--- config.mk ---
export PLATFORM = sky130hd
export DESIGN_NAME = hist_top
export DESIGN_NICKNAME = d
export VERILOG_FILES = /design/src/hist_pkg.sv /design/src/tdc_binner.sv /design/src/hit_fifo.sv /design/src/hist_builder.sv /design/src/hist_top.sv
export SDC_FILE = /design/constraint.sdc
export NUM_CORES = 2
export LEC_CHECK = 0
export ABC_AREA = 0
export CORE_ASPECT_RATIO = 1.2
export CORE_MARGIN = 2
export CORE_UTILIZATION = 65
export CTS_CLUSTER_DIAMETER = 40
export DETAILED_ROUTE_END_ITERATION = 6
export DONT_BUFFER_PORTS = 1
export GPL_ROUTABILITY_DRIVEN = 0
export PLACE_DENSITY = 0.81
export REMOVE_ABC_BUFFERS = 1
export SLEW_MARGIN = 10
export SYNTH_ARGS = -nofsm -noshare
export SYNTH_HDL_FRONTEND = slang
export SYNTH_HIERARCHICAL = 1
export SYNTH_SLANG_ARGS = --single-unit
--- constraint.sdc ---
create_clock -name clk -period 22.3 [get_ports clk]
set_clock_uncertainty 0.15 [all_clocks]
set_input_delay 4.46 -clock clk [delete_from_list [all_inputs] [get_ports clk]]
set_output_delay 4.46 -clock clk [all_outputs]
set_load 0.03 [all_outputs]
--- src/hist_pkg.sv ---
`default_nettype none

package hist_pkg;

    // pixel array size
    localparam int pixel_num = 4;
    localparam int pixel_width = $clog2(pixel_num);

    // bins per histogram
    localparam int bin_num = 16;
    localparam int bin_width = $clog2(bin_num);

    // histogram memory, one entry per pixel and bin
    localparam int entry_num = pixel_num * bin_num;
    localparam int addr_width = pixel_width + bin_width;

    // raw tdc code and time window
    localparam int tdc_width = 8;
    // first code inside the window
    localparam int tdc_offset = 32;
    // 8 codes per bin, window ends before code 160
    localparam int bin_shift = 3;

    // saturating histogram count
    localparam int count_width = 8;

    // accepted hits per frame, above 255 so a bin can saturate
    localparam int events_per_frame = 300;
    localparam int frame_width = $clog2(events_per_frame + 1);

    // saturating counter of out-of-window hits
    localparam int drop_width = 16;

    // hit fifo between binner and builder
    localparam int fifo_depth = 4;
    localparam int fifo_ptr_width = $clog2(fifo_depth);
    localparam int fifo_count_width = $clog2(fifo_depth + 1);

    // binned hit
    typedef struct packed {
        logic [pixel_width-1:0] pixel;
        logic [bin_width-1:0]   bin;
    } hit_t;

endpackage

`default_nettype wire

--- src/tdc_binner.sv ---
`default_nettype none
`timescale 1ns/1ps

module tdc_binner (
    input  wire logic                             clk,
    input  wire logic                             combin_res,
    input  wire logic                             in_valid,
    input  wire logic [hist_pkg::pixel_width-1:0] in_pixel,
    input  wire logic [hist_pkg::tdc_width-1:0]   in_code,
    output logic                                  in_ready,
    output logic                                  out_valid,
    input  wire logic                             out_ready,
    output hist_pkg::hit_t                        out_hit,
    output logic [hist_pkg::drop_width-1:0]       drop_count
);

    // code relative to window start
    logic [hist_pkg::tdc_width-1:0] rel_code;
    // bin index before the upper window check
    logic [hist_pkg::tdc_width-hist_pkg::bin_shift-1:0] rel_bin;
    logic below_window;
    logic in_window;
    logic take;

    assign rel_code = in_code - hist_pkg::tdc_width'(hist_pkg::tdc_offset);
    assign rel_bin = rel_code[hist_pkg::tdc_width-1:hist_pkg::bin_shift];

    // wraparound of rel_code only matters when below the window
    assign below_window = in_code < hist_pkg::tdc_width'(hist_pkg::tdc_offset);
    assign in_window = !below_window
        && (rel_bin < (hist_pkg::tdc_width - hist_pkg::bin_shift)'(hist_pkg::bin_num));

    // output register empty, or drained this cycle
    assign in_ready = !out_valid || out_ready;
    assign take = in_valid && in_ready;

    // output stage valid flag
    always_ff @(posedge clk or negedge combin_res) begin
        if (!combin_res) begin
            out_valid <= 1'b0;
        end else if (take) begin
            // dropped hits leave the stage empty
            out_valid <= in_window;
        end else if (out_ready) begin
            out_valid <= 1'b0;
        end
    end

    // payload, only loaded for in-window hits
    always_ff @(posedge clk) begin
        if (take && in_window) begin
            out_hit.pixel <= in_pixel;
            out_hit.bin <= rel_bin[hist_pkg::bin_width-1:0];
        end
    end

    // drop counter, sticks at all ones
    always_ff @(posedge clk or negedge combin_res) begin
        if (!combin_res) begin
            drop_count <= '0;
        end else if (take && !in_window && (drop_count != '1)) begin
            drop_count <= drop_count + 1'b1;
        end
    end

endmodule

`default_nettype wire

--- src/hit_fifo.sv ---
`default_nettype none
`timescale 1ns/1ps

module hit_fifo (
    input  wire logic           clk,
    input  wire logic           combin_res,
    input  wire logic           in_valid,
    output logic                in_ready,
    input  wire hist_pkg::hit_t in_hit,
    output logic                out_valid,
    input  wire logic           out_ready,
    output hist_pkg::hit_t      out_hit
);

    // circular buffer of binned hits
    hist_pkg::hit_t mem [hist_pkg::fifo_depth];

    logic [hist_pkg::fifo_ptr_width-1:0]   wr_ptr;
    logic [hist_pkg::fifo_ptr_width-1:0]   rd_ptr;
    logic [hist_pkg::fifo_count_width-1:0] count;
    logic full;
    logic wr_en;
    logic rd_en;

    assign full = count == hist_pkg::fifo_count_width'(hist_pkg::fifo_depth);

    // full fifo still takes a word when one leaves in the same cycle
    assign in_ready = !full || out_ready;
    assign out_valid = count != '0;

    // first word fall through
    assign out_hit = mem[rd_ptr];

    assign wr_en = in_valid && in_ready;
    assign rd_en = out_valid && out_ready;

    always_ff @(posedge clk) begin
        if (wr_en) begin
            mem[wr_ptr] <= in_hit;
        end
    end

    // pointers wrap at depth
    always_ff @(posedge clk or negedge combin_res) begin
        if (!combin_res) begin
            wr_ptr <= '0;
            rd_ptr <= '0;
        end else begin
            if (wr_en) begin
                if (wr_ptr == hist_pkg::fifo_ptr_width'(hist_pkg::fifo_depth - 1)) begin
                    wr_ptr <= '0;
                end else begin
                    wr_ptr <= wr_ptr + 1'b1;
                end
            end
            if (rd_en) begin
                if (rd_ptr == hist_pkg::fifo_ptr_width'(hist_pkg::fifo_depth - 1)) begin
                    rd_ptr <= '0;
                end else begin
                    rd_ptr <= rd_ptr + 1'b1;
                end
            end
        end
    end

    // occupancy stays put on a simultaneous read and write
    always_ff @(posedge clk or negedge combin_res) begin
        if (!combin_res) begin
            count <= '0;
        end else if (wr_en && !rd_en) begin
            count <= count + 1'b1;
        end else if (rd_en && !wr_en) begin
            count <= count - 1'b1;
        end
    end

endmodule

`default_nettype wire

--- src/hist_builder.sv ---
`default_nettype none
`timescale 1ns/1ps

module hist_builder (
    input  wire logic                              clk,
    input  wire logic                              combin_res,
    input  wire logic                              in_valid,
    output logic                                   in_ready,
    input  wire hist_pkg::hit_t                    in_hit,
    output logic                                   frame_ready,
    input  wire logic                              frame_ack,
    input  wire logic [hist_pkg::pixel_width-1:0]  rd_pixel,
    input  wire logic [hist_pkg::bin_width-1:0]    rd_bin,
    output logic [hist_pkg::count_width-1:0]       rd_count
);

    // two banks of counts that hold data only where the flag is set
    logic [hist_pkg::count_width-1:0] mem [2][hist_pkg::entry_num];
    // per bank written flags that a swap clears instead of the memory
    logic [1:0][hist_pkg::entry_num-1:0] written;

    // bank taking hits while the other one is held for readout
    logic bank_sel;
    // hits accepted into the active bank
    logic [hist_pkg::frame_width-1:0] frame_cnt;
    logic active_full;

    // write stage
    logic wr_vld;
    hist_pkg::hit_t wr_hit;
    logic [hist_pkg::addr_width-1:0] wr_addr;
    logic [hist_pkg::count_width-1:0] old_count;
    logic [hist_pkg::count_width-1:0] next_count;

    logic [hist_pkg::addr_width-1:0] rd_addr;
    logic accept;
    logic swap;

    assign active_full = frame_cnt == hist_pkg::frame_width'(hist_pkg::events_per_frame);

    // no hits taken from frame completion until the swap
    assign in_ready = !active_full;
    assign accept = in_valid && in_ready;

    // swap after the last write lands and the held bank is released
    assign swap = active_full && !wr_vld && !frame_ready;

    assign wr_addr = {wr_hit.pixel, wr_hit.bin};
    assign old_count = mem[bank_sel][wr_addr];

    // untouched entry starts at 1 and others increment with saturation
    always_comb begin
        if (!written[bank_sel][wr_addr]) begin
            next_count = hist_pkg::count_width'(1);
        end else if (old_count == '1) begin
            next_count = old_count;
        end else begin
            next_count = old_count + 1'b1;
        end
    end

    // register the accepted hit ahead of the memory update
    always_ff @(posedge clk) begin
        if (accept) begin
            wr_hit <= in_hit;
        end
    end

    always_ff @(posedge clk) begin
        if (wr_vld) begin
            mem[bank_sel][wr_addr] <= next_count;
        end
    end

    // frame control and flags
    always_ff @(posedge clk or negedge combin_res) begin
        if (!combin_res) begin
            wr_vld <= 1'b0;
            bank_sel <= 1'b0;
            frame_cnt <= '0;
            frame_ready <= 1'b0;
            written <= '0;
        end else begin
            wr_vld <= accept;
            if (accept) begin
                frame_cnt <= frame_cnt + 1'b1;
            end
            if (wr_vld) begin
                written[bank_sel][wr_addr] <= 1'b1;
            end
            if (swap) begin
                // old held bank becomes active with every entry empty
                bank_sel <= !bank_sel;
                written[!bank_sel] <= '0;
                frame_cnt <= '0;
                frame_ready <= 1'b1;
            end else if (frame_ack) begin
                frame_ready <= 1'b0;
            end
        end
    end

    // registered readout from the held bank
    assign rd_addr = {rd_pixel, rd_bin};

    always_ff @(posedge clk or negedge combin_res) begin
        if (!combin_res) begin
            rd_count <= '0;
        end else if (written[!bank_sel][rd_addr]) begin
            rd_count <= mem[!bank_sel][rd_addr];
        end else begin
            // no hit in this bin during the frame
            rd_count <= '0;
        end
    end

endmodule

`default_nettype wire

--- src/hist_top.sv ---
`default_nettype none
`timescale 1ns/1ps

module hist_top (
    input  wire logic                             clk,
    input  wire logic                             combin_res,
    input  wire logic                             hit_valid,
    output logic                                  hit_ready,
    input  wire logic [hist_pkg::pixel_width-1:0] hit_pixel,
    input  wire logic [hist_pkg::tdc_width-1:0]   hit_code,
    output logic [hist_pkg::drop_width-1:0]       drop_count,
    output logic                                  frame_ready,
    input  wire logic                             frame_ack,
    input  wire logic [hist_pkg::pixel_width-1:0] rd_pixel,
    input  wire logic [hist_pkg::bin_width-1:0]   rd_bin,
    output logic [hist_pkg::count_width-1:0]      rd_count
);

    // binner to fifo
    logic           bin_valid;
    logic           bin_ready;
    hist_pkg::hit_t bin_hit;

    // fifo to builder
    logic           fifo_valid;
    logic           fifo_ready;
    hist_pkg::hit_t fifo_hit;

    tdc_binner binner_i (
        .clk        (clk),
        .combin_res (combin_res),
        .in_valid   (hit_valid),
        .in_pixel   (hit_pixel),
        .in_code    (hit_code),
        .in_ready   (hit_ready),
        .out_valid  (bin_valid),
        .out_ready  (bin_ready),
        .out_hit    (bin_hit),
        .drop_count (drop_count)
    );

    hit_fifo fifo_i (
        .clk        (clk),
        .combin_res (combin_res),
        .in_valid   (bin_valid),
        .in_ready   (bin_ready),
        .in_hit     (bin_hit),
        .out_valid  (fifo_valid),
        .out_ready  (fifo_ready),
        .out_hit    (fifo_hit)
    );

    hist_builder builder_i (
        .clk         (clk),
        .combin_res  (combin_res),
        .in_valid    (fifo_valid),
        .in_ready    (fifo_ready),
        .in_hit      (fifo_hit),
        .frame_ready (frame_ready),
        .frame_ack   (frame_ack),
        .rd_pixel    (rd_pixel),
        .rd_bin      (rd_bin),
        .rd_count    (rd_count)
    );

endmodule

`default_nettype wire

==> out/metrics.yaml <==
worst_setup_path:
  crit_type: "reg2reg"
  crit_path_cell_trace: "buf_12, buf_12, buf_4, mux4_2, nor2_1, a221oi_1, a311oi_1, nand4b_1, and3_1, nand2_1, a31oi_4, buf_4"
  crit_path_end_kind: "flop"
  critical-path-top-delay-family: "buffers and inverters"
  worst_path_buf_inv: 4
  crit_path_start_kind: "flop"
  critPathLaunch: "builder_i/bank_sel"
  largest_incremental_delay_on_the_critical_path_ns: 1.03
  r2r.worst_path.cells: 12
  worst_r2r_setup_slack_ns: 13.96
  worst-endpoint-arrival_ns: 8.64
  worst_path_max_delay_cell: "sky130_fd_sc_hd__a221oi_1"
  crit-reg2reg-launch: "builder_i/bank_sel"
  worst_ep_required_time_ns: 22.60
  worst_setup_path_endpoint: "builder_i/mem[1][322]"
  critical_path_cell_count: 12
  critical_path_peak_fanout: 134
  critical_path.reg2reg.endpoint: "builder_i/mem[1][322]"
clock_network:
  cts-resized-gates: 0
  cts_post_setup_buffers_inserted: 0
  clock_insertion_delay_worst_skew_ns: 0.77
  cts_tree: "done"
  cts_hold_buffers: 0
  max-clock-path-buffers: 3
  cts_sinks: 1232
  cts-root-buf: "sky130_fd_sc_hd__clkbuf_16"
  cts-htree-levels: 4
  clkSlewWorstSetupHoldPaths_ns: 0.06
  cts_inserted_buffers: 135
logic_synthesis:
  synth.ff_latch_count: 1232
  synth.cell_area_mm2: 0.0579
  synth.yosys.seq_area_share_pct: 62.4
  synth_enable_flop_cells: 1060
  fraction_of_synthesis_flops_using_an_asynchronous_set_or_reset_pin_pct: 14.0
  synth.avg_cell_area_um2: 18.5
  number_of_standard_cells_after_synthesis: 3137
  synthDominantCellAreaShare_pct: 54.9
  synthesis.yosys.warnings: 6
  ys_top_cells_by_area: "sky130_fd_sc_hd__edfxtp_1, sky130_fd_sc_hd__mux4_2, sky130_fd_sc_hd__dfrtp_1, sky130_fd_sc_hd__mux2i_1, sky130_fd_sc_hd__a21o_1"
  synth_area_leader_cell: "sky130_fd_sc_hd__edfxtp_1"
  yosysUniqueCellTypes: 74
  dominantRegCellSynth: "sky130_fd_sc_hd__edfxtp_1"
floorplanning:
  die-area_mm2: 0.0915
  die_width_um: 277
  row_count: 119
  die_y_um: 331
  initial_utilization_pct: 65.8
  placeableCoreArea_mm2: 0.0880
  io_pins: 46
sta:
  drv_slew: 0
  report.final.hold_viol_count: 0
  timing.final.crit_period_ns: 8.34
  tightest_slew_ns: 1.48
  timing.max_slew.rel_slack_pct: 0.00975
  setup_viol: 0
  grt_setup_unrepaired: "false"
  highest_clock_frequency_the_design_can_meet_mhz: 120
  layout_worst_path_cycle_share_pct: 37.4
routing:
  routed_wirelength_um: 176000
  antenna_violating_nets_post_route: 0
  first_iter_violations: 6195
  via_per_inst: 8.10
  route.detailed.drc: 0
  detailroute.via_count: 35700
  route.detailed.wl_per_inst_um: 39.8
  firstDrtPassIters: 6
final_layout:
  design_area_mm2: 0.0636
  areaGrowthSynthToFinish_pct: 9.73
  number_of_nets_in_the_layout: 3169
  layout-drive-gt1-share_pct: 28.8
  final.fill_count: 4837
  layout.cells.non_filler: 4409
global_routing:
  antenna_found_initial: 24
  largest_net_degree_at_the_start_of_global_routing: 289
  global_route_usage_sum_pct: 39.3
  grt_pass1_vias: 35500
  overflow: 0
  grt_pass1_wl_um: 252000
power:
  leakagePower_uw: 0.0211
  cellPowerDensity_mw_per_mm2: 130
  ir_worst_vdd_mv: 0.177
worst_hold_path:
  hold_path.class: "reg2reg"
place:
  place.port_buffers: 0
  dp_hpwl_um: 104000
  placed_cell_area_mm2: 0.0590
  inst_count_dp: 4147
outcome:
  violations_in_the_final_reports: "capacitance limit"
  run_status: "complete, but fails checks"
run:
  maxCapViolCount: 1
## cell usage in the layout (no fill, tap or decap), types with 12 or more instances in the layout
cell,synthesis,final
sky130_fd_sc_hd__a21o_1,131,131
sky130_fd_sc_hd__a21oi_1,42,42
sky130_fd_sc_hd__a22oi_1,40,40
sky130_fd_sc_hd__and3_1,12,12
sky130_fd_sc_hd__buf_4,32,98
sky130_fd_sc_hd__clkbuf_1,91,24
sky130_fd_sc_hd__clkbuf_16,0,136
sky130_fd_sc_hd__clkinv_1,0,14
sky130_fd_sc_hd__clkinv_2,0,16
sky130_fd_sc_hd__dfrtp_1,172,171
sky130_fd_sc_hd__edfxtp_1,1060,1060
sky130_fd_sc_hd__inv_1,13,13
sky130_fd_sc_hd__mux2i_1,236,236
sky130_fd_sc_hd__mux4_2,565,565
sky130_fd_sc_hd__nand2_1,79,78
sky130_fd_sc_hd__nand2b_1,14,13
sky130_fd_sc_hd__nand3_1,34,33
sky130_fd_sc_hd__nand4_1,18,18
sky130_fd_sc_hd__nor2_1,167,161
sky130_fd_sc_hd__nor3_1,18,17
sky130_fd_sc_hd__o21ai_0,16,16
sky130_fd_sc_hd__o221ai_1,15,15
sky130_fd_sc_hd__o22ai_1,73,73
sky130_fd_sc_hd__xor2_1,16,16
## state kept, by name, indices dropped and copies added (netlist names), 3 cells and up
| register | count |
|---|---|
| binner_i/drop_count | 16 |
| builder_i/written | 128 |
| builder_i/frame_cnt | 9 |
| binner_i/out_hit | 6 |
| fifo_i/count | 3 |
| builder_i/rd_count | 8 |
| builder_i/mem | 1024 |
| builder_i/wr_addr | 6 |
| fifo_i/mem | 24 |
## cell usage after synthesis (5+ instances only)
library cell,number
sky130_fd_sc_hd__clkbuf_1,91
sky130_fd_sc_hd__o41ai_1,7
sky130_fd_sc_hd__nor2_1,167
sky130_fd_sc_hd__a2111oi_0,6
sky130_fd_sc_hd__dfrtp_1,172
sky130_fd_sc_hd__a21oi_1,42
sky130_fd_sc_hd__buf_6,25
sky130_fd_sc_hd__ha_1,11
sky130_fd_sc_hd__mux2_2,11
sky130_fd_sc_hd__nand4_1,18
sky130_fd_sc_hd__xnor2_1,9
sky130_fd_sc_hd__a211oi_1,9
sky130_fd_sc_hd__buf_1,27
sky130_fd_sc_hd__edfxtp_1,1060
sky130_fd_sc_hd__a31oi_1,5
sky130_fd_sc_hd__xor2_1,16
sky130_fd_sc_hd__buf_4,32
sky130_fd_sc_hd__o21ai_0,16
sky130_fd_sc_hd__mux2i_1,236
sky130_fd_sc_hd__nor2b_1,12
sky130_fd_sc_hd__a211o_1,6
sky130_fd_sc_hd__and3_4,5
sky130_fd_sc_hd__a22oi_1,40
sky130_fd_sc_hd__a21o_1,131
sky130_fd_sc_hd__nand3_1,34
sky130_fd_sc_hd__and3_1,12
sky130_fd_sc_hd__inv_1,13
sky130_fd_sc_hd__nor3_1,18
sky130_fd_sc_hd__mux4_2,565
sky130_fd_sc_hd__buf_2,63
sky130_fd_sc_hd__nand2_1,79
sky130_fd_sc_hd__or3_1,5
sky130_fd_sc_hd__o22ai_1,73
sky130_fd_sc_hd__o221ai_1,15
sky130_fd_sc_hd__and2_1,11
sky130_fd_sc_hd__a22o_1,10
sky130_fd_sc_hd__nand2b_1,14
sky130_fd_sc_hd__o211ai_1,5
## how the worst min path moves through the flow
stage                        startpoint          endpoint  slack (ns)  depth (start not counted)
floorplan               fifo_i/count[2]   fifo_i/count[2]        0.30                          1
global placement        fifo_i/count[2]   fifo_i/count[2]        0.32                          1
detailed placement      fifo_i/count[2]   fifo_i/count[2]        0.33                          1
CTS                 binner_i/out_hit[4]  fifo_i/mem[2][4]        0.35                          0
global route        binner_i/out_hit[4]  fifo_i/mem[2][4]        0.36                          0
finish              binner_i/out_hit[4]  fifo_i/mem[2][4]        0.34                          0
## cell families after synthesis
kind of cell / count (synthesis) / share of synthesized area [%]
buf+inv: 253 / 2.35
xor+xnor: 25 / 0.378
compound gates: 391 / 4.83
mux: 813 / 26.3
simple gates: 411 / 3.51
flops: 1232 / 62.4
fa+ha+maj: 12 / 0.272
## through the flow
| step | power, uW | hold WS, ns | setup WS, ns | util [%] | setup TNS, ns |
|---|---|---|---|---|---|
| final | 8290 | 0.338 | 13.96 | 72.2 | 0 |
| after global routing | 8420 | 0.361 | 13.75 | 72.2 | 0 |
| after detailed placement | 5870 | 0.332 | 14.25 | 67.0 | 0 |
| after floorplan | 5020 | 0.299 | -7.66 | - | -7493.09 |
| after CTS | 8100 | 0.348 | 14.12 | 72.1 | 0 |
| after global placement | 5730 | 0.319 | 14.60 | 67.0 | 0 |
## final cells by class
| class | count | area, um2 | share of cell area (%) |
|---|---|---|---|
| inverters | 13 | 48.8 | 0.0768 |
| clock inverters | 84 | 922 | 1.45 |
| multi-input cells | 1652 | 20600 | 32.4 |
| flip-flops and latches | 1232 | 36100 | 56.8 |
| diodes | 10 | 25.0 | 0.0394 |
| well taps | 1149 | 1440 | 2.26 |
| clock buffers | 166 | 3580 | 5.62 |
| repair buffers | 103 | 842 | 1.32 |
## worst register-to-register path, delay by kind of cell, from the launching register on
kind / cells / cell delay, ns
multiplexers: 1 / 0.44
buffers and inverters: 4 / 3.28
AND/OR/NAND/NOR: 4 / 1.05
AO/OA/AOI/OAI: 3 / 2.11
flip-flops: 1 / 0.89
## power by group
part	leakage [uW]	switching (uW)	internal, uW
Clock	0.00218	982	1290
Combinational	0.00701	1810	632
Sequential	0.0119	138	3430
## metal layers
metal  up-vias  wire (um)  track usage (%)
li1      13200          -                -
met1     18100      53300             48.2
met2      3488      80100             59.0
met3       883      27200             14.7
met4        26      14700             26.9
met5         -        325            0.462
Note: power is estimated with default switching activity, not from simulation.
